===== src/rtl/iccm_data_pkg.sv =====
// ICCM datapath types
// Bank words are opaque, ECC is generated and checked outside the memory
package iccm_data_pkg;

   // One bank word, 32 data bits plus 7 ECC bits
   typedef logic [38:0] bank_word_t;

   // Two bank words, lower word in the low bits
   typedef logic [77:0] wide_word_t;

   // Halfword aligned read data towards fetch
   typedef logic [63:0] rd_data_t;

   // Data part of a bank word, ECC sits above it
   localparam int WORD_DATA_BITS = 32;

endpackage


===== src/rtl/iccm_map_pkg.sv =====
// ICCM bank map and access size encoding
// Word address bits [3:2] pick the bank, the rest index the row
package iccm_map_pkg;

   // ****************************************
   // Bank organisation
   // ****************************************

   // Fixed, the redundancy match and the bank field assume four banks
   localparam int NUM_BANKS = 4;

   typedef logic [1:0] bank_sel_t;   // Bank number
   typedef logic [3:0] bank_vec_t;   // One bit per bank

   // ****************************************
   // Access size
   // ****************************************

   typedef logic [2:0] acc_size_t;   // Byte/half/word/double

   // Low two size bits for a double word
   localparam logic [1:0] SIZE_DW = 2'd3;

endpackage


===== src/rtl/iccm_access_decode.sv =====
// ICCM access decode
// Second word address, per-bank enables, rows and write lanes
`timescale 1ns/1ps

module iccm_access_decode
   import iccm_data_pkg::*;
   import iccm_map_pkg::*;
#(
   parameter int INDEX_BITS = 6,
   localparam int ADDR_BITS = INDEX_BITS + 4
) (
   input  logic [ADDR_BITS-1:1]                  rw_addr,      // Halfword address
   input  acc_size_t                             wr_size,
   input  wide_word_t                            wr_data,
   input  logic                                  wren,
   input  logic                                  rden,
   output logic [ADDR_BITS-1:1]                  addr_inc,     // Address of the following word
   output bank_vec_t                             bank_wren,
   output bank_vec_t                             bank_rden,
   output logic [NUM_BANKS-1:0][INDEX_BITS-1:0]  bank_row,
   output bank_word_t [NUM_BANKS-1:0]            bank_wr_data
);

   localparam int WORD_BITS = $bits(bank_word_t);

   logic [1:0] addr_step;
   bank_sel_t  bank_lo;                    // Bank of rw_addr
   bank_sel_t  bank_hi;                    // Bank of addr_inc

   // ****************************************
   // Second address
   // ****************************************

   // DW steps a whole word (two halfwords), anything else a single halfword
   assign addr_step = (wr_size[1:0] == SIZE_DW) ? 2'd2 : 2'd1;
   assign addr_inc  = rw_addr + {{(ADDR_BITS-3){1'b0}}, addr_step};

   assign bank_lo = rw_addr[3:2];
   assign bank_hi = addr_inc[3:2];

   // ****************************************
   // Per-bank steering
   // ****************************************

   for (genvar i = 0; i < NUM_BANKS; i++) begin : g_bank
      logic bank_hit;                      // Either address lands here
      logic inc_hit;                       // Second address lands here

      assign inc_hit  = (bank_hi == bank_sel_t'(i));
      assign bank_hit = (bank_lo == bank_sel_t'(i)) | inc_hit;

      assign bank_wren[i] = wren & bank_hit;
      assign bank_rden[i] = rden & bank_hit;

      // Writes are aligned, so the row of rw_addr serves both banks
      // Reads wrapping into the next row take it from addr_inc
      assign bank_row[i] = (wren | ~inc_hit) ? rw_addr[ADDR_BITS-1:4]
                                             : addr_inc[ADDR_BITS-1:4];

      // Even banks get the lower word, odd banks the upper
      assign bank_wr_data[i] = wr_data[WORD_BITS*(i%2) +: WORD_BITS];
   end

endmodule


===== config.mk =====
export PLATFORM = sky130hd
export DESIGN_NAME = iccm_access_decode
export DESIGN_NICKNAME = d
export VERILOG_FILES = /design/src/rtl/iccm_data_pkg.sv /design/src/rtl/iccm_map_pkg.sv /design/src/rtl/iccm_access_decode.sv
export SDC_FILE = /design/constraint.sdc
export NUM_CORES = 1
export LEC_CHECK = 0
export ABC_AREA = 0
export ABC_CLOCK_PERIOD_IN_PS = 5300
export BUFFER_PORTS_ARGS = -buffer_cell sky130_fd_sc_hd__buf_2
export CORE_AREA = 2 2 112 114
export DETAILED_ROUTE_END_ITERATION = 10
export DIE_AREA = 0 0 114 116
export SLEW_MARGIN = 15
export SYNTH_ARGS = -nofsm -noshare
export SYNTH_HDL_FRONTEND = slang
export SYNTH_SLANG_ARGS = --single-unit

===== constraint.sdc =====
create_clock -name vclk -period 5.3
set_input_delay 1.59 -clock vclk [all_inputs]
set_output_delay 1.59 -clock vclk [all_outputs]
set_load 0.01 [all_outputs]

# ---- After elaboration in Yosys (flattened, before gate mapping)
# Index checks and enable logic that the tools add are counted.
# W data, S select, Z words.
dict set report word_totals {
  regBits 0
  elab_cells 35
}
dict set report op_classes {
  n_addsub 1
  n_eq_ne 7
  mux 5
  bitwise 20
  reduce_logical 2
}
# operator count
set ops {}
lappend ops {{$mux W6} 4}
lappend ops {{$eq A2 B2 Y1 const B} 5}
lappend ops {{$add A9 B2 Y9} 1}
lappend ops {{$and A1 B1 Y1} 8}
lappend ops {{$or A1 B1 Y1} 8}
lappend ops {{$eq A2 B1 Y1 const B} 2}
lappend ops {{$logic_not A2 Y1} 2}
lappend ops {{$not A1 Y1} 4}
lappend ops {{$mux W2} 1}

# ---- Longest topological paths before layout
dict set report depth {
  ltp_word 7
  ltp_mapped 7
  ltp_nobuf 6
}

# ---- Worst setup path before layout
# No wires, ideal clock.
dict set report synth_path {
  path_type {input -> output}
  startpoint {input port wr_size[0]}
  endpoint {output port bank_row[5] (netlist bit)}
  arrival_time_ps 3343
  required_ps 3710
  path_slack_ps 367
  path_stages 7
  n_path_buf 1
  path_cell_list {nand2_1 -> ha_1 -> fa_1 -> clkbuf_1 -> or2_1 -> nor4_1 -> xor2_1}
}
# item line
set synth_rtl {}
lappend synth_rtl {{from (decl)} iccm_access_decode.sv:13} ;# input acc_size_t wr_size,
lappend synth_rtl {{to (decl)} iccm_access_decode.sv:20} ;# output logic [NUM_BANKS-1:0][INDEX_BITS-1:0] bank_row,

==> results.json <==
{
  "cp_max_fo": 9,
  "p_leak_uw": 0.000512,
  "ys_warn_count": 0,
  "antenna_left": 0,
  "fin_ws_ps": 247,
  "start_util": 0.159,
  "mostFrequentLayoutCells": "buf_2, xor2_1, xnor2_1, nor4_1",
  "dp_hpwl_um": 3520,
  "p_per_area_mw_per_mm2": 94.7,
  "peakVddDrop_mv": 0.0198,
  "grt_overflow": 0,
  "portBuffers": 54,
  "grt_pass1_vias": 903,
  "fmax_mhz": 198,
  "hold_violations": 0,
  "rsz0062_at_grt": "false",
  "ff_latch_area_um2": 0,
  "final_common_cell": "buf_2",
  "required_ps": 3710,
  "final.min_clock_period_ps": 5050,
  "postSynthNetCount": 356,
  "min_period_over_period": 0.953,
  "drc": 0,
  "dieArea_mm2": 0.0132,
  "synth_top_area_share": 0.621,
  "slew_violations": 0,
  "syn_inst": 261,
  "cp-start-kind": "input pin",
  "drtIter0Drc": 21,
  "seq_area_frac_synth": 0,
  "syn_area_per_cell_um2": 7.28,
  "cts_hold_buffers": 0,
  "yosysUniqueCellTypes": 34,
  "viasPerCell": 3.29,
  "status": "finished, final reports clean",
  "hold_class": "in -> out",
  "grt_pass1_wl_um": 5550,
  "worstMarginPinSlew_ps": 466,
  "die_h_um": 116,
  "syn_area_mm2": 0.00190,
  "fill_cells": 1404,
  "syn_to_final_growth_pct": -39.6,
  "finalSetupViolCount": 0,
  "grt_max_degree": 17,
  "nFlopsAndLatches": 0,
  "wl_per_cell_um": 13.9,
  "crit_type": "in -> out",
  "vias": 976,
  "routed_wl_um": 4140,
  "fin_nets": 247,
  "insertedDiodeCount": 0,
  "globalplace.congestion": 0.711,
  "die_x_um": 114,
  "drtPass1Iterations": 2,
  "tns_ps": 0,
  "cts_repair_resize_count": 0,
  "grt_usage": 0.0546,
  "clock_buffers": 0,
  "synthTopCellsByArea": "buf_4, xor2_1, xnor2_1",
  "drive_above_1_share": 0.440,
  "worstPathArrival_ps": 3460,
  "cap_violations": 0,
  "antenna_found_initial": 1,
  "rows": 40,
  "post-place-ws_ps": 195,
  "slew_headroom": 0.689,
  "hold_slack_ps": 3180,
  "multi_input_area_um2": 618,
  "core-area_mm2": 0.0119,
  "synth_top_cell_by_area": "buf_4",
  "end_kind": "output pin",
  "ios": 289,
  "post_cts_buffers": 0
}
## synth_stat cells (3+ instances only)
cell type / count
xnor2_1: 9
nor4_1: 9
nand3_1: 3
inv_1: 4
and2_1: 4
nand4_1: 6
buf_2: 4
nor3_1: 3
nor2_1: 8
nand2_1: 3
xor2_1: 15
buf_4: 157
clkbuf_1: 9
buf_6: 3
## area by class of cell
cell class	count	area share
Inverter	4	0.0131
Multi-Input combinational cell	84	0.539
Tap cell	147	0.160
Timing Repair Buffer	62	0.288
## routing by layer
layer	global-route usage	up-vias	wire, µm
li1	-	446	-
met2	0.0948	79	2060
met5	0	-	16
met3	0.0220	51	482
met4	0.0512	2	366
met1	0.0482	398	1220
## where the power goes
part           switching [µW]  internal (µW)  total, µW
clock                       0              0          0
combinational            63.7           44.9        109
sequential                  0              0          0
## worst max-delay path, stage by stage
cell     delay (ps)
buf_2            70
nand2_1          60
ha_1            220
fa_1            430
xor2_2          410
nor4b_1         340
xor2_1          180
buf_2           150
## final timing paths
| path | depth (start not counted) | slack, ps | start | to |
|---|---|---|---|---|
| setup / recovery | 8 | 250 | wr_size[0] | bank_row[20] |
| hold / removal | 0 | 3180 | wr_data[42] | bank_wr_data[120] |
## cells by family after synthesis
family,Yosys count,synth area share
buf+inv,177,0.675
simple gates,47,0.144
xor+xnor,25,0.119
compound gates,7,0.0270
fa+ha+maj,3,0.0237
mux,2,0.0112
## through the flow
step                      std cells  utilization  area, µm²  total power [µW]
after CTS                       297       0.0963       1150               112
final                           297       0.0963       1150               109
after global routing            297       0.0963       1150               120
after floorplan                 261            -       1900               191
after detailed placement        297       0.0963       1150               111
after global placement          297       0.0963       1150               111
(Power assumes the default switching activity.)
