--- src/rtl/iccm_data_pkg.sv ---
// ICCM datapath types
// Bank words are opaque, ECC is generated and checked outside the memory
package iccm_data_pkg;

   // One bank word, 32 data bits plus 7 ECC bits
   typedef logic [38:0] bank_word_t;

   // Two bank words, lower word in the low bits
   typedef logic [77:0] wide_word_t;

   // Halfword aligned read data towards fetch
   typedef logic [63:0] rd_data_t;

   // Data part of a bank word, ECC sits above it
   localparam int WORD_DATA_BITS = 32;

endpackage

--- src/rtl/iccm_map_pkg.sv ---
// ICCM bank map and access size encoding
// Word address bits [3:2] pick the bank, the rest index the row
package iccm_map_pkg;

   // ****************************************
   // Bank organisation
   // ****************************************

   // Fixed, the redundancy match and the bank field assume four banks
   localparam int NUM_BANKS = 4;

   typedef logic [1:0] bank_sel_t;   // Bank number
   typedef logic [3:0] bank_vec_t;   // One bit per bank

   // ****************************************
   // Access size
   // ****************************************

   typedef logic [2:0] acc_size_t;   // Byte/half/word/double

   // Low two size bits for a double word
   localparam logic [1:0] SIZE_DW = 2'd3;

endpackage

--- src/rtl/iccm_read_align.sv ---
// ICCM read alignment
// Swaps in redundant words, picks low and high banks, aligns to the halfword
`timescale 1ns/1ps

module iccm_read_align
   import iccm_data_pkg::*;
   import iccm_map_pkg::*;
#(
   parameter int INDEX_BITS = 6,
   localparam int ADDR_BITS = INDEX_BITS + 4
) (
   input  logic                       clk,
   input  logic                       reset,
   input  logic [ADDR_BITS-1:1]       rw_addr,
   input  logic [ADDR_BITS-1:1]       addr_inc,
   input  bank_word_t [NUM_BANKS-1:0] bank_dout,
   input  bank_vec_t                  sel_red0_q,
   input  bank_vec_t                  sel_red1_q,
   input  bank_word_t                 red_data0,
   input  bank_word_t                 red_data1,
   output rd_data_t                   rd_data,
   output wide_word_t                 rd_data_ecc
);

   localparam int PAIR_BITS = 2 * WORD_DATA_BITS;

   bank_word_t [NUM_BANKS-1:0] dout_fn;        // Bank data after substitution
   bank_sel_t                  lo_bank_q;
   bank_sel_t                  hi_bank_q;
   logic                       lo_half_q;      // Request started on odd halfword
   bank_word_t                 lo_word;
   bank_word_t                 hi_word;
   logic [PAIR_BITS-1:0]       rd_pre;
   logic [PAIR_BITS-1:0]       rd_shift;

   // Row 1 wins if both rows claim a bank
   for (genvar i = 0; i < NUM_BANKS; i++) begin : g_sub
      assign dout_fn[i] = sel_red1_q[i] ? red_data1 :
                          sel_red0_q[i] ? red_data0 : bank_dout[i];
   end

   // Bank numbers line up with the RAM output a cycle later
   always_ff @(posedge clk) begin
      if (reset) begin
         lo_bank_q <= '0;
         hi_bank_q <= '0;
         lo_half_q <= 1'b0;
      end
      else begin
         lo_bank_q <= rw_addr[3:2];
         hi_bank_q <= addr_inc[3:2];
         lo_half_q <= rw_addr[1];
      end
   end

   assign lo_word     = dout_fn[lo_bank_q];
   assign hi_word     = dout_fn[hi_bank_q];
   assign rd_data_ecc = {hi_word, lo_word};   // Raw words incl. ECC

   assign rd_pre   = {hi_word[WORD_DATA_BITS-1:0], lo_word[WORD_DATA_BITS-1:0]};
   assign rd_shift = lo_half_q ? (rd_pre >> 16) : rd_pre;
   assign rd_data  = {16'h0, rd_shift[PAIR_BITS-17:0]};   // Top halfword always zero

endmodule

--- config.mk ---
export PLATFORM = sky130hd
export DESIGN_NAME = iccm_read_align
export DESIGN_NICKNAME = d
export VERILOG_FILES = /design/src/rtl/iccm_data_pkg.sv /design/src/rtl/iccm_map_pkg.sv /design/src/rtl/iccm_read_align.sv
export SDC_FILE = /design/constraint.sdc
export NUM_CORES = 1
export LEC_CHECK = 0
export BUFFER_PORTS_ARGS = -buffer_cell sky130_fd_sc_hd__buf_2
export CAP_MARGIN = 25
export CORE_AREA = 2 2 159 161
export DETAILED_ROUTE_END_ITERATION = 16
export DIE_AREA = 0 0 161 163
export PLACE_DENSITY_LB_ADDON = 0.1
export SETUP_SLACK_MARGIN = 0.05
export SKIP_LAST_GASP = 1
export SYNTH_ARGS = -nofsm -noshare
export SYNTH_HDL_FRONTEND = slang
export SYNTH_SLANG_ARGS = --single-unit
--- constraint.sdc ---
create_clock -name clk -period 1.9 [get_ports clk]
set_clock_uncertainty 0.05 [all_clocks]
set_input_delay 0.095 -clock clk [delete_from_list [all_inputs] [get_ports clk]]
set_output_delay 0.095 -clock clk [all_outputs]
set_load 0.01 [all_outputs]
# Word-level counts from Yosys, hierarchy flattened
# Cells that the tools add are included.
# Widths: inputs -> output; s select.
# word_totals
out_inout_bits	142
regBits	5
elab_cells	18
inputBits	262
# op_classes
magnitude_cmp	2
n_mux	13
# ops
cell	n
$mux 39	10
$bmux 39 s2	2
$mux 48	1
$lt 2x3->1 const B	2

# Longest topological paths before layout
# Gate-level depths: netlist of the first run.
# logic_depth
ltp_word	5
mapped_depth	7
mapped_depth_nobuf	4

# Least setup slack after synthesis of the first run
# OpenSTA, ideal clock, no wires.
# synth_path
path_kind	register to output
start	register hi_bank_q[1]
end	output rd_data[23]
arrival_time_ns	1.739
n_path_buf	2
required_time_ns	1.755
setup_slack_ns	0.016
stages_incl_launch_ff	5
path_cell_list	dfxtp_1 buf_2 buf_1 mux4_2 o221ai_1
# synth_via
elab_chain_cells	3
# synth_lines
item	line	text
start: declaration	iccm_read_align.sv:29	bank_sel_t hi_bank_q;
start signal: assignment	iccm_read_align.sv:51	hi_bank_q <= addr_inc[3:2];
$bmux 39 s2	iccm_read_align.sv:57	assign hi_word = dout_fn[hi_bank_q];
$mux 39 (implied by the code)	iccm_read_align.sv:57	
$mux 48	iccm_read_align.sv:61	assign rd_shift = lo_half_q ? (rd_pre >> 16) : rd_pre;
end: declaration	iccm_read_align.sv:21	output rd_data_t rd_data,
# Every way passes these cells. The select of a mux whose other input is x is not followed.

# Worst setup path in the final report of the first run
# layout_path
start	register hi_bank_q[1]
end	output rd_data[32]
# The elaborated chain is that of the path after synthesis.

==> out/results.md, run 1 <==
* **number of endpoints with negative hold slack in the final report** 0
* **number of vias per cell** 5.48
* **worst-case vdd ir drop** 0.482 mV
* **power density relative to cell area** 367 nW/um^2
* **total routing usage reported by global routing** 0.273
* **required time of the worst setup path** 1750 ps
* **area of the placeable core** 24700 sq um
* **Leakage** 6.03 nW
* **Final Cell Area** 12300 sq um
* **launching element type of the critical path** flip-flop
* **most frequent cell after synthesis** mux2i_1
* **count of unique library cells instantiated by Yosys** 28
* **post-synthesis sequential area ratio** 0.0132
* **via count of the first global-routing pass** 8581
* **routed vias** 8665
* **Max stage delay cell, worst path** mux4_2
* **xor/xnor share of the synthesized area** 0
* **count of buffering cells on the critical path with inverters included** 5
* **post-route worst hold slack** 22.1 ps
* **Detailed Route WL** 38600 um
* **post-route insts no fill** 1582
* **total die area** 26200 sq um
* **average cell area after synthesis** 9.64 sq um
* **DR DRC count** 0
* **share of synthesized cell area in full adder, half adder and majority cells** 0
* **Die Height** 163 um
* **hold-fix buffer count after cts** 0
* **routed wirelength normalized by instance count** 24.4 um
* **top cell type's share of synthesized area** 0.284
* **violations in the final reports** negative setup slack
* **post-synthesis mux area share** 0.730
* **Clock H-tree levels** 1
* **cell accounting for the most synthesized area** mux2i_1
* **Hold/Removal Path Class** primary input to flip-flop
* **number of placed instances with taps included** 1508
* **area of the mapped netlist** 7600 sq um
* **number of nets in the final layout** 1510
* **main combinational cell family by area after synthesis** multiplexers
* **cell types with the highest counts after synthesis** mux2i_1, mux2_2, mux4_2
* **area share of and/or/nand/nor cells after synthesis** 0.0481
* **Post-synth top flop** dfxtp_1
* **DRT antenna net count** 0
* **clock tree from TritonCTS** done
* **standard-cell rows** 58
* **# clock sinks** 5
* **number of enable-type register cells in the synthesized netlist** 0
* **post-layout min period** 2010 ps
* **category of the critical setup timing path** flip-flop to output pin
* **setup repair after global routing missed its margin** true
* **CTS Buf Count** 3
* **Cell Area, Placed** 10500 sq um
* **wire length of the first global-routing pass** 54100 um
* **Longest Clk Path Bufs** 2
* **Fillers** 2370
* **complex-gate fraction of the synthesized area** 0.113
* **Worst path max stage delay** 510 ps
* **Area growth, synth to finish** 61.7%
* **count of mapped cells out of synthesis** 789
* **number of warnings issued by yosys** 0
* **smallest setup slack after layout** -111 ps
* **fmax** 497 MHz
* **maximum number of pins on one net before global-route repair** 28
* **max-cap check violation count** 0
* **Max-slew headroom** 0.629
* **kind of cell with the highest combined delay on the critical path** multiplexers
* **dominant cells by area after synthesis** mux2i_1, mux4_2, mux2_2, o21ai_0, inv_1
* **horizontal die dimension** 161 um
* **Starting DRT DRC Count** 650
* **share of the clock period used by the worst path** 1.06
* **async set-or-reset flop fraction in the synthesized netlist** 0
* **run status** finished with violations
* **share of post-route cells with drive strength above 1** 0.682
* **placer's final routability congestion estimate** 0.867
* **number of buffers inserted by port buffering** 374
* **1st-pass router iterations** 5
* **residual overflow from global routing** 0
* **starting density of the core** 0.308
* **critical path arrival** 1870 ps
* **final design utilization** 0.498
* **initial antenna violation count** 7
* **critical path fanouts, max** 6
* **count of pins over their slew limit** 0
* **worst-path cell chain** inv_8 > buf_12 > buf_16 > buf_8 > mux2i_1 > mux4_2 > buf_6
* **transition at the pin with the smallest max-transition slack** 555 ps
* **root buffer selected by CTS** clkbuf_16
* **DPL Wire Length** 28500 um
* **CTS clk-pin slew, worst paths** 30 ps
* **Setup-failing EPs final** 42
* **I/O pin count** 404
* **Seq cells post-synth** 5
* **worst slack at placement** -160 ps
* **endpoint type of the worst setup path** output pin
[report_power, final]
| group | total, mW | internal, mW | switching, mW |
|---|---|---|---|
| Sequential | 0.127 | 0.110 | 0.0168 |
| Clock | 0.345 | 0.278 | 0.0674 |
| Combinational | 4.03 | 2.10 | 1.94 |
| Total | 4.51 | 2.49 | 2.02 |
[path summary, 6_finish.rpt]
path	from	slack, ps	cells past startpoint	endpoint
max	hi_bank_q[1]	-110	7	rd_data[32]
min	reset	20	2	lo_half_q
[per-layer routing]
layer	share of wire	routed length, um	track usage	up-vias
li1	-	-	-	3951
met1	0.44	16800	0.377	4237
met2	0.47	18300	0.458	435
met3	0.077	2980	0.0413	40
met4	0.013	495	0.0463	2
met5	0.00034	13	0	-
[stage by stage]
| step | setup TNS [ps] | total power, mW |
|---|---|---|
| after global placement | -2060 | 3.48 |
| after CTS | -2690 | 4.21 |
| after floorplan | 0 | 2.06 |
| final | -2040 | 4.51 |
| after global routing | -4290 | 4.75 |
| after detailed placement | -2160 | 3.48 |
[final cells by class]
cell class | count | area [sq um] | area share
diodes | 5 | 12.5 | 0.00102
well taps | 330 | 413 | 0.0336
multi-input cells | 653 | 7320 | 0.595
flip-flops and latches | 5 | 113 | 0.00916
inverters | 51 | 201 | 0.0164
repair buffers | 534 | 4160 | 0.338
clock buffers | 4 | 78.8 | 0.00641
[sequential cells by signal, indices dropped and copies added, names as in the netlist]
name,flops
hi_bank_q,2
lo_bank_q,2
lo_half_q,1
[logic make-up (layout without fill, tap and decap cells)]
kind of cell	after synthesis	after routing
multiplexers	438	438
other	1	21
AO/OA/AOI/OAI	127	127
AND/OR/NAND/NOR	72	72
buffers and inverters	146	589
flip-flops	5	5
[placed cells by master (no fill, tap or decap), types with 16 or more instances in the layout]
| master | instances |
|---|---|
| buf_2 | 344 |
| mux2i_1 | 166 |
| mux2_2 | 135 |
| buf_4 | 87 |
| mux4_2 | 77 |
| o21ai_0 | 47 |
| buf_6 | 44 |
| inv_1 | 36 |
| buf_12 | 35 |
| mux2i_2 | 34 |
| nand2_1 | 31 |
| nor2b_1 | 20 |
| nand2b_1 | 18 |
| mux2i_4 | 16 |
| conb_1 | 16 |
[timing repair]
| action | in CTS | in global routing |
|---|---|---|
| pin swaps | 1 | 1 |
| setup endpoints to repair | 82 | 89 |
| gates cloned | 13 | 5 |
| resized for setup | 106 | 107 |
| buffers inserted | 35 | 15 |
| endpoints found under the hold margin | 0 | 0 |
No activity file was read; power rests on OpenSTA's default activity.
==> run 2, diff against run 1 <==
==> constraint.sdc (replaced) <==
create_clock -name clk -period 2.1 [get_ports clk]
set_clock_uncertainty 0.05 [all_clocks]
set_input_delay 0.105 -clock clk [delete_from_list [all_inputs] [get_ports clk]]
set_output_delay 0.105 -clock clk [all_outputs]
set_load 0.01 [all_outputs]
==> run 2 against run 1 <==
Compared with the run above: via count decreased by 5.1%; count of clock-buffer cells in the layout unchanged; flip-flop and latch count unchanged; the run now ends clean; hold slack improved by 25 ps; critical path depth decreased by 3; sequential power decreased by 12%; design area decreased by 12%; total power decreased by 21%; wire length decreased by 8.5%; critical path type unchanged; combinational power decreased by 22%.
==> out/results.md, run 2 (same netlist as run 1, synthesis figures left out) <==
* **run status** completed
* **max-cap check violation count** 0
* **origin of the worst setup path** hi_bank_q[1]
* **number of endpoints with negative hold slack in the final report** 0
* **largest registers** hi_bank_q (2), lo_bank_q (2), lo_half_q (1)
* **total die area** 26200 sq um
* **Starting DRT DRC Count** 441
* **kind of cell with the highest combined delay on the critical path** multiplexers
* **count of buffering cells on the critical path with inverters included** 2
* **initial antenna violation count** 7
* **Detailed Route WL** 35300 um
* **transition at the pin with the smallest max-transition slack** 534 ps
* **routed vias** 8220
* **standard-cell rows** 58
* **launching element type of the critical path** flip-flop
* **hold-fix buffer count after cts** 0
* **Clock H-tree levels** 1
* **Setup-failing EPs final** 0
* **residual overflow from global routing** 0
* **critical path fanouts, max** 22
* **smallest setup slack after layout** 36.1 ps
* **setup repair after global routing missed its margin** true
* **worst-path cell chain** buf_12 > mux4_2 > o221ai_2 > buf_2
* **wire length of the first global-routing pass** 50000 um
* **power density relative to cell area** 328 nW/um^2
* **post-layout min period** 2060 ps
* **required time of the worst setup path** 1950 ps
* **most common cell after layout, fill and taps aside** buf_2
* **Max-slew headroom** 0.643
* **Hold/Removal Path Class** primary input to flip-flop
* **Leakage** 5.41 nW
* **top library cells by usage in the layout, fill and taps aside** buf_2, mux2i_1, mux2_2
* **I/O pin count** 404
* **worst-case vdd ir drop** 0.713 mV
* **total routing usage reported by global routing** 0.249
* **DPL Wire Length** 27500 um
* **via count of the first global-routing pass** 7974
* **category of the critical setup timing path** flip-flop to output pin
* **Stages on worst setup path** 4
* **number of buffers inserted by port buffering** 374
* **Die Height** 163 um
* **clock tree from TritonCTS** done
* **Post-Route Setup TNS** 0 ps
* **endpoint type of the worst setup path** output pin
* **routed wirelength normalized by instance count** 23.4 um
* **worst slack at placement** 3.92 ps
* **Worst path max stage delay** 620 ps
* **area of the placeable core** 24700 sq um
* **placer's final routability congestion estimate** 0.866
* **fmax** 485 MHz
* **CTS Buf Count** 3
* **count of pins over their slew limit** 0
* **starting density of the core** 0.308
* **# clock sinks** 5
* **Max stage delay cell, worst path** mux4_2
* **1st-pass router iterations** 5
* **Area growth, synth to finish** 42.3%
* **maximum number of pins on one net before global-route repair** 40
* **share of the clock period used by the worst path** 0.983
* **critical path arrival** 1910 ps
* **horizontal die dimension** 161 um
* **share of post-route cells with drive strength above 1** 0.625
* **root buffer selected by CTS** clkbuf_16
* **Longest Clk Path Bufs** 2
* **number of vias per cell** 5.45
* **DR DRC count** 0
* **DRT antenna net count** 0
* **endpoint of the most critical setup path** rd_data[23]
* **CTS clk-pin slew, worst paths** 30 ps
* **number of nets in the final layout** 1435
## run 2: final cells by class
type / count / area (sq um)
Antenna cell: 6 / 15.0
Clock buffer: 4 / 78.8
Fill cell: 2526 / 13900
Inverter: 51 / 199
Multi-Input combinational cell: 653 / 7080
Sequential cell: 5 / 109
Tap cell: 330 / 413
Timing Repair Buffer: 459 / 2920
## run 2: power by group
part	internal (mW)	switching, mW	total, mW	leakage, nW
logic	1.55	1.59	3.13	5.33
clock network	0.251	0.0565	0.308	0.0382
registers	0.100	0.0119	0.112	0.0431
total	1.90	1.65	3.55	5.41
## run 2: worst min path at each step
stage	end	start	cells past startpoint
detailed placement	lo_bank_q[1]	reset	2
global placement	lo_bank_q[1]	reset	2
CTS	lo_bank_q[1]	reset	2
finish	lo_bank_q[1]	reset	2
floorplan	hi_bank_q[0]	reset	1
global route	lo_bank_q[0]	reset	2
## run 2: layer usage
layer / global-route usage / part of all wire / vias to the layer above
li1: - / - / 3801
met1: 0.362 / 0.47 / 4007
met2: 0.399 / 0.45 / 367
met3: 0.0311 / 0.062 / 41
met4: 0.0430 / 0.018 / 4
met5: 0 / 0.00076 / -
## run 2: metrics by stage
step	hold WS [ps]	total power [mW]	area [sq um]	cells	util
global route	75.5	3.78	10800	1507	0.438
floorplan	127	1.87	7660	804	-
global placement	269	3.05	10200	1473	0.413
CTS	42.2	3.40	10400	1478	0.420
detailed placement	274	3.05	10200	1473	0.413
finish	46.6	3.55	10800	1508	0.438
## run 2: repair_timing
| item | in CTS | in global routing |
|---|---|---|
| gates resized for setup | 20 | 55 |
| cloned | 0 | 3 |
| endpoints found under the setup margin | 16 | 33 |
| setup buffers | 1 | 21 |
| pin swaps | 0 | 0 |
