File: config.mk
export PLATFORM = sky130hd
export DESIGN_NAME = iccm_redundancy
export DESIGN_NICKNAME = d
export VERILOG_FILES = /design/src/rtl/iccm_data_pkg.sv /design/src/rtl/iccm_map_pkg.sv /design/src/rtl/iccm_redundancy.sv
export SDC_FILE = /design/constraint.sdc
export NUM_CORES = 1
export LEC_CHECK = 0
export ABC_AREA = 1
export BUFFER_PORTS_ARGS = -buffer_cell sky130_fd_sc_hd__buf_2
export CAP_MARGIN = 5
export CORE_MARGIN = 5
export CORE_UTILIZATION = 49
export CTS_CLUSTER_SIZE = 30
export DETAILED_ROUTE_END_ITERATION = 7
export PLACE_DENSITY = 0.8
export SYNTH_ARGS = -nofsm -noshare
export SYNTH_HDL_FRONTEND = slang
export SYNTH_SLANG_ARGS = --single-unit
File: constraint.sdc
create_clock -name clk -period 2.6 [get_ports clk]
set_clock_uncertainty 0.2 [all_clocks]
set_input_delay 0.52 -clock clk [delete_from_list [all_inputs] [get_ports clk]]
set_output_delay 0.52 -clock clk [all_outputs]
set_load 0.005 [all_outputs]
File: src/rtl/iccm_data_pkg.sv
// ICCM datapath types
// Bank words are opaque, ECC is generated and checked outside the memory
package iccm_data_pkg;

   // One bank word, 32 data bits plus 7 ECC bits
   typedef logic [38:0] bank_word_t;

   // Two bank words, lower word in the low bits
   typedef logic [77:0] wide_word_t;

   // Halfword aligned read data towards fetch
   typedef logic [63:0] rd_data_t;

   // Data part of a bank word, ECC sits above it
   localparam int WORD_DATA_BITS = 32;

endpackage

File: src/rtl/iccm_map_pkg.sv
// ICCM bank map and access size encoding
// Word address bits [3:2] pick the bank, the rest index the row
package iccm_map_pkg;

   // ****************************************
   // Bank organisation
   // ****************************************

   // Fixed, the redundancy match and the bank field assume four banks
   localparam int NUM_BANKS = 4;

   typedef logic [1:0] bank_sel_t;   // Bank number
   typedef logic [3:0] bank_vec_t;   // One bit per bank

   // ****************************************
   // Access size
   // ****************************************

   typedef logic [2:0] acc_size_t;   // Byte/half/word/double

   // Low two size bits for a double word
   localparam logic [1:0] SIZE_DW = 2'd3;

endpackage

File: src/rtl/iccm_redundancy.sv
// ICCM redundant rows
// Two spare words stand in for faulty locations, replaced by a one-bit LRU
`timescale 1ns/1ps

module iccm_redundancy
   import iccm_data_pkg::*;
   import iccm_map_pkg::*;
#(
   parameter int INDEX_BITS = 6,
   localparam int ADDR_BITS = INDEX_BITS + 4
) (
   input  logic                 clk,
   input  logic                 reset,
   input  logic [ADDR_BITS-1:1] rw_addr,
   input  logic [ADDR_BITS-1:1] addr_inc,
   input  acc_size_t            wr_size,
   input  wide_word_t           wr_data,
   input  logic                 wren,
   input  logic                 rden,
   input  logic                 buf_correct_ecc,     // Correction write, word sized
   input  logic                 correction_state,    // Reads belong to a correction
   output bank_vec_t            sel_red0_q,          // Row 0 replaces these banks
   output bank_vec_t            sel_red1_q,          // Row 1 replaces these banks
   output bank_word_t           red_data0,
   output bank_word_t           red_data1
);

   localparam int WORD_BITS = $bits(bank_word_t);

   logic [ADDR_BITS-1:2] red_addr [2];       // Word address per row
   logic                 red_valid [2];
   bank_word_t           red_data [2];
   bank_vec_t            sel_red [2];
   bank_vec_t            sel_red_q [2];
   logic [1:0]           capture;            // Correction lands in this row
   logic [1:0]           wr_hit;             // Normal write covers this row
   logic [1:0]           rd_hit;             // Any bank matched this row
   logic                 size_dw;
   logic                 red_lru;            // Next row to replace
   logic                 red_lru_en;
   logic                 red_lru_in;

   assign size_dw = (wr_size[1:0] == SIZE_DW);

   // ****************************************
   // Per-row match and hit
   // ****************************************

   for (genvar r = 0; r < 2; r++) begin : g_row
      assign capture[r] = buf_correct_ecc & (red_lru == 1'(r));

      // Either word of the access may fall on the faulty location
      for (genvar i = 0; i < NUM_BANKS; i++) begin : g_match
         assign sel_red[r][i] = red_valid[r] &
            (((rw_addr[ADDR_BITS-1:2] == red_addr[r]) & (rw_addr[3:2] == bank_sel_t'(i))) |
             ((addr_inc[ADDR_BITS-1:2] == red_addr[r]) & (addr_inc[3:2] == bank_sel_t'(i))));
      end

      // DW writes cover both words of the double word
      assign wr_hit[r] = wren & red_valid[r] &
                         (rw_addr[ADDR_BITS-1:3] == red_addr[r][ADDR_BITS-1:3]) &
                         ((rw_addr[2] == red_addr[r][2]) | size_dw);

      assign rd_hit[r] = |sel_red[r];
   end

   // ****************************************
   // LRU
   // ****************************************

   // Correction flips it, a hit during correction points it away from the hit row
   assign red_lru_en = buf_correct_ecc | ((|rd_hit) & rden & correction_state);
   assign red_lru_in = buf_correct_ecc ? ~red_lru : rd_hit[0];

   always_ff @(posedge clk) begin
      if (reset) begin
         red_lru <= 1'b0;
      end
      else if (red_lru_en) begin
         red_lru <= red_lru_in;
      end
   end

   // ****************************************
   // Row state
   // ****************************************

   always_ff @(posedge clk) begin
      for (int r = 0; r < 2; r++) begin
         if (reset) begin
            red_valid[r] <= 1'b0;
            red_addr[r]  <= '0;
            sel_red_q[r] <= '0;
         end
         else begin
            sel_red_q[r] <= sel_red[r];          // Loads every cycle
            if (capture[r]) begin
               red_valid[r] <= 1'b1;
               red_addr[r]  <= rw_addr[ADDR_BITS-1:2];
            end
         end
      end
   end

   // Correction data is splat on both halves, lower word taken
   always_ff @(posedge clk) begin
      for (int r = 0; r < 2; r++) begin
         if (capture[r]) begin
            red_data[r] <= wr_data[WORD_BITS-1:0];
         end
         else if (wr_hit[r]) begin
            red_data[r] <= red_addr[r][2] ? wr_data[2*WORD_BITS-1:WORD_BITS]
                                          : wr_data[WORD_BITS-1:0];   // Odd word from upper
         end
      end
   end

   assign sel_red0_q = sel_red_q[0];
   assign sel_red1_q = sel_red_q[1];
   assign red_data0  = red_data[0];
   assign red_data1  = red_data[1];

endmodule

Yosys cells after proc, flatten, opt, wreduce, memory -nomap -nowiden
Memory sizes are Yosys's and may differ from the RTL's.
Index checks and enable logic that the tools add are counted.

storage, ports and cells
  register bits = 1
  bits in writable memories = 104
  bits of input ports = 105
  output and inout bits = 86
  word-level logic and storage cells = 106
  memories = 4

memories
  name       words  width  read ports  clocked after memory_dff  write ports  line                   RTL
  red_data   2      39     2           0                         2            iccm_redundancy.sv:32  bank_word_t red_data [2];
  red_addr   2      8      2           0                         2            iccm_redundancy.sv:30  logic [ADDR_BITS-1:2] red_addr [2];
  sel_red_q  2      4      2           0                         2            iccm_redundancy.sv:34  bank_vec_t sel_red_q [2];
  red_valid  2      1      2           0                         2            iccm_redundancy.sv:31  logic red_valid [2];

operators by class
  equality and inequality tests = 15
  muxes and demuxes = 28
  bitwise gates (word level) = 54
  reduce and logical (&&, ||, !) cells = 4

operators with widths
  cell                                           number
  2-to-1 mux 39 bit                              4
  bitwise AND 1 bit                              34
  == test 8 bit                                  4
  2-to-1 mux 1 bit                               20
  bitwise OR 1 bit                               19
  2-to-1 mux 8 bit                               2
  == test 7 bit                                  2
  == test 2 bit, second input constant           5
  2-to-1 mux 4 bit                               2
  OR reduction 8 bit                             1
  == test 2 x 1 -> 1 bit, second input constant  2
  zero test 2 bit                                2
  OR reduction 4 bit                             1
  == test 1 bit                                  2
  inverter 1 bit                                 1

Depth between registers and ports, before layout
Gate-level depths: netlist of run 1.

  word-level depth = 8
  depth in mapped cells = 15

Least setup slack after synthesis of run 1
Ideal clock, no wire load.

  path type = input -> register
  from = input rw_addr[3] in the netlist's numbering
  to = memory red_data[1][0] in the netlist's numbering (enable)
  library setup time = 0.397 ns
  arrival = 1.874 ns
  data required time = 2.003 ns
  setup slack = 0.129 ns
  stages on the path = 7
  cell sequence = inv_2 -> nand2_1 -> nand2_1 -> nand2_1 -> nor3_2 -> nand2_1 -> nand2_1

RTL lines
  what             line                   RTL
  start, declared  iccm_redundancy.sv:14  input logic [ADDR_BITS-1:1] rw_addr,
  end, declared    iccm_redundancy.sv:32

==> results of run 1 <==
[path summary, 6_finish.rpt]
path	start	endpoint	slack, ns	depth (start not counted)
min	reset	sel_red_q[0][1]	0.17	2
min reg2reg	red_lru	red_lru	0.42	4
max reg2reg	red_addr[0][2]	red_data[0][4]	0.45	7
max	red_addr[0][2]	red_data[0][4]	0.45	7
[synthesized netlist by cell type, drive strengths merged]
| master | instances |
|---|---|
| buf | 7 |
| nor2 | 39 |
| dfxtp | 10 |
| nor3 | 2 |
| a21oi | 7 |
| xnor2 | 19 |
| nand2 | 168 |
| nand3 | 20 |
| edfxtp | 95 |
| o21ai | 79 |
| clkbuf | 9 |
| nand4 | 2 |
| inv | 69 |
[placed cells by master (no fill, tap or decap), types with 3 or more instances in the layout]
| cell type | n |
|---|---|
| buf_4 | 3 |
| buf_2 | 187 |
| dfxtp_1 | 10 |
| nor2_2 | 3 |
| nand2_1 | 166 |
| clkbuf_8 | 9 |
| o21ai_1 | 42 |
| a21oi_1 | 7 |
| edfxtp_1 | 95 |
| inv_2 | 4 |
| nand3_1 | 20 |
| buf_12 | 3 |
| xnor2_1 | 19 |
| o21ai_0 | 37 |
| inv_1 | 65 |
| nor2_1 | 36 |
[layout make-up]
type,instances,share of cell area (%)
clock inverters,6,1.46
repair buffers,193,16.3
inverters,69,4.13
clock buffers,10,2.04
flip-flops and latches,105,48.7
well taps,133,2.66
multi-input cells,336,24.7
[sequential cells by signal, indices dropped and copies added (netlist names)]
register and cells:
red_lru 1, red_addr 16, red_valid 2, sel_red_q 8, red_data 78
[layer usage]
metal	vias up	track usage [%]	wire [um]
met5	-	0	29
met4	4	6.51	216
met3	23	5.53	1200
met2	196	37.7	6540
met1	1903	24.2	4900
li1	2084	-	-
[metrics by stage]
stage	utilization, %	power, mW
floorplan	-	2.19
global route	63.8	3.63
detailed placement	61.6	2.42
CTS	63.8	3.51
global placement	61.6	2.40
finish	63.8	3.48
[cells by family after synthesis]
kind of cell    Yosys count  synth area share [%]
compound gates           86                  8.72
buf+inv                  85                  7.27
xor+xnor                 19                  3.37
flops                   105                  61.8
simple gates            231                  18.8
[worst max-delay path: cells and delay by family, from the launching register on]
family / cells / cell delay (ns)
flops: 1 / 0.44
xor+xnor: 1 / 0.18
simple gates: 4 / 0.63
buf+inv: 1 / 0.30
compound gates: 1 / 0.10
[report_power, final]
part           leakage (nW)  internal, mW  switching (mW)
Combinational          1.97         0.176           0.232
Clock                 0.104         0.548           0.561
Sequential            0.995          1.93          0.0367
Total                  3.07          2.65           0.829
==> impl_metrics.toml, run 1 <==
[sta]
max_freq_mhz = 466
worstMarginPinSlew_ns = 0.469
hold_violations = 0
slew_headroom_pct = 68.8
slew_violations = 0
period_minus_slack_ns = 2.15
fin_crit_sh_pct = 82.5
timing.final.ws_setup_ns = 0.455
setup_viol = 0
rsz0062_at_grt = "false"
holdWs_ns = 0.170
finalSetupTns_ns = 0

[power]
p_leak_nw = 3.07
vdd_drop_max_uv = 320
power_density_nw_per_um2 = 556

[clock_tree]
clock-root-buffer = "clkbuf_8"
clockBufferDepth = 2
cts_sinks = 105
clk_pin_slew_ns = 0.10
ctsHoldBuffers = 0
cts_tree = "built"
cts_resized = 0
htreeDepth = 3
insertion_delay_ns = 0.37
post_cts_buffers = 0
cts_buffers = 9

[setup_path]
cp_max_fo = 50
cp_common_cell = "nand2_1"
crit_chain = "xnor2_1, nand2_1, nor2_2, nand4_4, buf_4, nand2_1, o21ai_0"
crit_slowest_cell = "edfxtp_1"
crit_path_max_incr_delay_ns = 0.44
path_class = "flop to flop"
cp-start-kind = "flop"
endpoint_kind = "flop"
cp.arrival_ns = 2.04
crit_required_ns = 2.50

[route]
ant_nets = 0
drt_iter0_drc = 262
avgViaCountPerCell = 4.94
wire_per_inst_um = 15.1
first_pass_iters = 6
drc_errors = 0
routed_wl_mm = 12.9
vias = 4210

[die]
num_rows = 36
ios = 191
floorplan.initialDensity_pct = 50.3
dieHeight_um = 110
design.core.area_sq_um = 9820
die_w_um = 110
fp.dieArea_sq_um = 12200

[yosys]
syn_area_sq_um = 4940
yosys-top-cells-area = "edfxtp_1, nand2_1, inv_1"
ys_types = 17
synth_seq_cells = 105
synth_area_per_cell_sq_um = 9.39
ys_seq_area_share_pct = 61.8
yosysWarnings = 0
syn_inst = 526
yosys.area.top_type = "edfxtp_1"
syn_nets = 631
yosys.area.top_type_share_pct = 57.8

[layout]
syn_to_final_growth_pct = 26.9
num-nets-final = 819
multi_input_area_sq_um = 1550
drive_gt1_share_pct = 30.7
nFillCells = 812
antenna_cells = 0
seq_area_sq_um = 3050
fin_cells = 852
final_area_sq_um = 6260

[placed_design]
gp_congestion = 0.975
dpl.cell_count = 836
io_buffer_count = 187
place_ws_ns = 0.242
dpl_cell_area_sq_um = 6050
dpl.hpwl_mm = 9.82

[global_routing]
grt_max_degree = 79
grt_pass1_vias = 4024
track_usage_pct = 20.9
grt-ovfl-total = 0
antenna_found_initial = 2
grt_pass1_wl_mm = 19.1

[run]
maxCapViolations = 0

[min_path]
hp-class = "input port to flop"

[outcome]
outcome = "finished clean"
(Power assumes the default switching activity.)
==> run 2: changes to the inputs <==
--- a/config.mk
+++ b/config.mk
@@ -9,10 +9,10 @@
 export BUFFER_PORTS_ARGS = -buffer_cell sky130_fd_sc_hd__buf_2
 export CAP_MARGIN = 5
 export CORE_MARGIN = 5
-export CORE_UTILIZATION = 49
+export CORE_UTILIZATION = 44
 export CTS_CLUSTER_SIZE = 30
 export DETAILED_ROUTE_END_ITERATION = 7
-export PLACE_DENSITY = 0.8
+export PLACE_DENSITY = 0.76
 export SYNTH_ARGS = -nofsm -noshare
 export SYNTH_HDL_FRONTEND = slang
 export SYNTH_SLANG_ARGS = --single-unit
==> constraint.sdc (replaced) <==
create_clock -name clk -period 1.85 [get_ports clk]
set_clock_uncertainty 0.2 [all_clocks]
set_input_delay 0.37 -clock clk [delete_from_list [all_inputs] [get_ports clk]]
set_output_delay 0.37 -clock clk [all_outputs]
set_load 0.005 [all_outputs]
==> run 2 against run 1 <==
The flow now finishes with violations (negative setup slack); combinational power rose by 120%; routed wire length up 51%; sequential share of layout area shrank 11 points; critical path depth rose by 1; worst setup slack got worse by 0.74 ns; cell count up 11%; register-to-register slack worse by 0.74 ns; die area rose by 10%.
==> impl_metrics.toml, run 2 (synthesized netlist as in run 1, its figures left out) <==
[sta]
timing.final.ws_setup_ns = -0.287
worstMarginPinSlew_ns = 0.464
slew_violations = 0
hold_violations = 0
slew_headroom_pct = 69.0
max_freq_mhz = 468
holdWs_ns = 0.0494
setup_viol = 157
finalSetupTns_ns = -26.12
rsz0062_at_grt = "true"
period_minus_slack_ns = 2.14
fin_crit_sh_pct = 115

[power]
power_density_nw_per_um2 = 700
sw_frac_of_total_pct = 26.0
clkPwrFrac_pct = 35.6
p_leak_nw = 3.86
p_comb_share_pct = 15.5
vdd_drop_max_uv = 658
p_sw_mw = 1.47
seqPwrFrac_pct = 48.9
internal-power_mw = 4.19

[setup_path]
r2r_end = "red_data[0][17]"
rrSetupSlack_ns = -0.29
cp.arrival_ns = 2.03
reg2reg_depth = 8
cp_max_fo = 5
r2r_start = "red_addr[0][1]"
path_class = "flop to flop"
crit_required_ns = 1.74
cp-start-kind = "flop"
endpoint_kind = "flop"

[clock_tree]
cts_tree = "built"
clockBufferDepth = 2
insertion_delay_ns = 0.34
ctsHoldBuffers = 0
cts_sinks = 105
clock-root-buffer = "clkbuf_16"
cts_buffers = 9
htreeDepth = 3
clk_pin_slew_ns = 0.08

[outcome]
outcome = "finished with violations"
failed_checks = "negative setup slack"

[layout]
top_register = "red_data"
drive_gt1_share_pct = 53.0
top_regs = "red_data (78), red_addr (16), sel_red_q (8)"
largest_reg_flops = 78
nFillCells = 716
fin_util_pct = 73.9
final_cell_mix = "buf_2, nand2_1, edfxtp_1, inv_1, buf_4"
syn_to_final_growth_pct = 63.7
final_common_cell = "buf_2"
num-nets-final = 905

[global_routing]
grt_pass1_wl_mm = 24.8
antenna_found_initial = 3
grt_pass1_vias = 5016
grt-ovfl-total = 0
track_usage_pct = 24.2
grt_max_degree = 40

[placed_design]
gp_congestion = 0.902
dpl.hpwl_mm = 10.7
io_buffer_count = 187

[route]
vias = 5138
wire_per_inst_um = 20.5
routed_wl_mm = 19.4
drt_iter0_drc = 639
avgViaCountPerCell = 5.43
ant_nets = 0
drc_errors = 0
first_pass_iters = 5

[min_path]
holdPathStages = 2
hp-class = "input port to flop"
whs_endpoint = "sel_red_q[0][2]"
hold_start = "reset"

[die]
design.core.area_sq_um = 10900
die_w_um = 116
num_rows = 38
fp.dieArea_sq_um = 13400
dieHeight_um = 116
ios = 191
floorplan.initialDensity_pct = 45.2

[run]
maxCapViolations = 0
## run 2: cell types whose count changed in the layout (fill, tap and decap cells not counted), sizes merged
cell | previous run | this run
diode | 0 | 2
bufinv | 2 | 1
buf | 193 | 272
clkbuf | 10 | 15
inv | 70 | 72
bufbuf | 0 | 1
## run 2: how the worst max path moves through the flow
| stage | startpoint | endpoint | slack (ns) | cells after the start |
|---|---|---|---|---|
| final | red_addr[0][1] | red_data[0][17] | -0.29 | 8 |
| after floorplan | red_addr[1][5] | red_data[1][18] | -0.005 | 10 |
| after detailed placement | rw_addr[3] | red_data[0][11] | -0.33 | 8 |
| after CTS | red_addr[0][1] | red_data[0][32] | -0.24 | 7 |
| after global placement | rw_addr[3] | red_data[0][6] | -0.21 | 8 |
| after global routing | red_addr[0][1] | red_data[0][17] | -0.38 | 8 |
## run 2: worst max-delay path, cell delays in order, from the launching register on
cell       delay, ns
edfxtp_1        0.44
xnor2_2         0.17
nand2_2         0.10
nor3_4          0.27
nand4_4         0.19
buf_6           0.19
clkbuf_16       0.17
nand2_2         0.07
o21ai_1         0.09
## run 2: final cells by class
class / count / area (sq um) / share of cell area, %
clock buffer: 9 / 225 / 2.79
sequential: 105 / 3050 / 37.8
multi-input combinational: 336 / 2120 / 26.2
antenna: 2 / 5.00 / 0.0619
tap: 140 / 175 / 2.17
inverter: 69 / 259 / 3.20
clock inverter: 7 / 77.6 / 0.960
timing repair buffer: 279 / 2170 / 26.9
## run 2: metrics by stage
| step | cell area [sq um] | total power [mW] | cells | worst slack, ns |
|---|---|---|---|---|
| 5_1_grt | 8080 | 5.83 | 947 | -0.383 |
| 2_1_floorplan | 4960 | 3.08 | 526 | -0.00480 |
| 3_3_place_gp | 6440 | 3.44 | 886 | -0.211 |
| 6_report | 8080 | 5.66 | 947 | -0.287 |
| 4_1_cts | 7610 | 5.50 | 933 | -0.242 |
| 3_5_place_dp | 6440 | 3.47 | 886 | -0.332 |
## run 2: metal layers
metal  global-route usage [%]  vias to the layer above  wire length (um)
li1                         -                     2277                 -
met4                     10.4                        2               727
met5                        0                        -                 7
met2                     45.5                      345             10300
met3                     4.07                       64              1820
met1                     26.8                     2450              6530
## run 2: what timing repair did
item                                    in CTS  in global routing
gates cloned                                15                  8
gates resized for setup                    110                104
endpoints found under the setup margin     157                162
setup buffers                               16                  9
pin swaps                                   11                 13
## run 2: power groups by stage
stage	clock (mW)	combinational, mW	sequential [mW]
floorplan	0	0.263	2.82
global placement	0	0.630	2.81
detailed placement	0	0.658	2.82
CTS	1.97	0.774	2.76
global route	2.11	0.942	2.78
finish	2.01	0.879	2.77
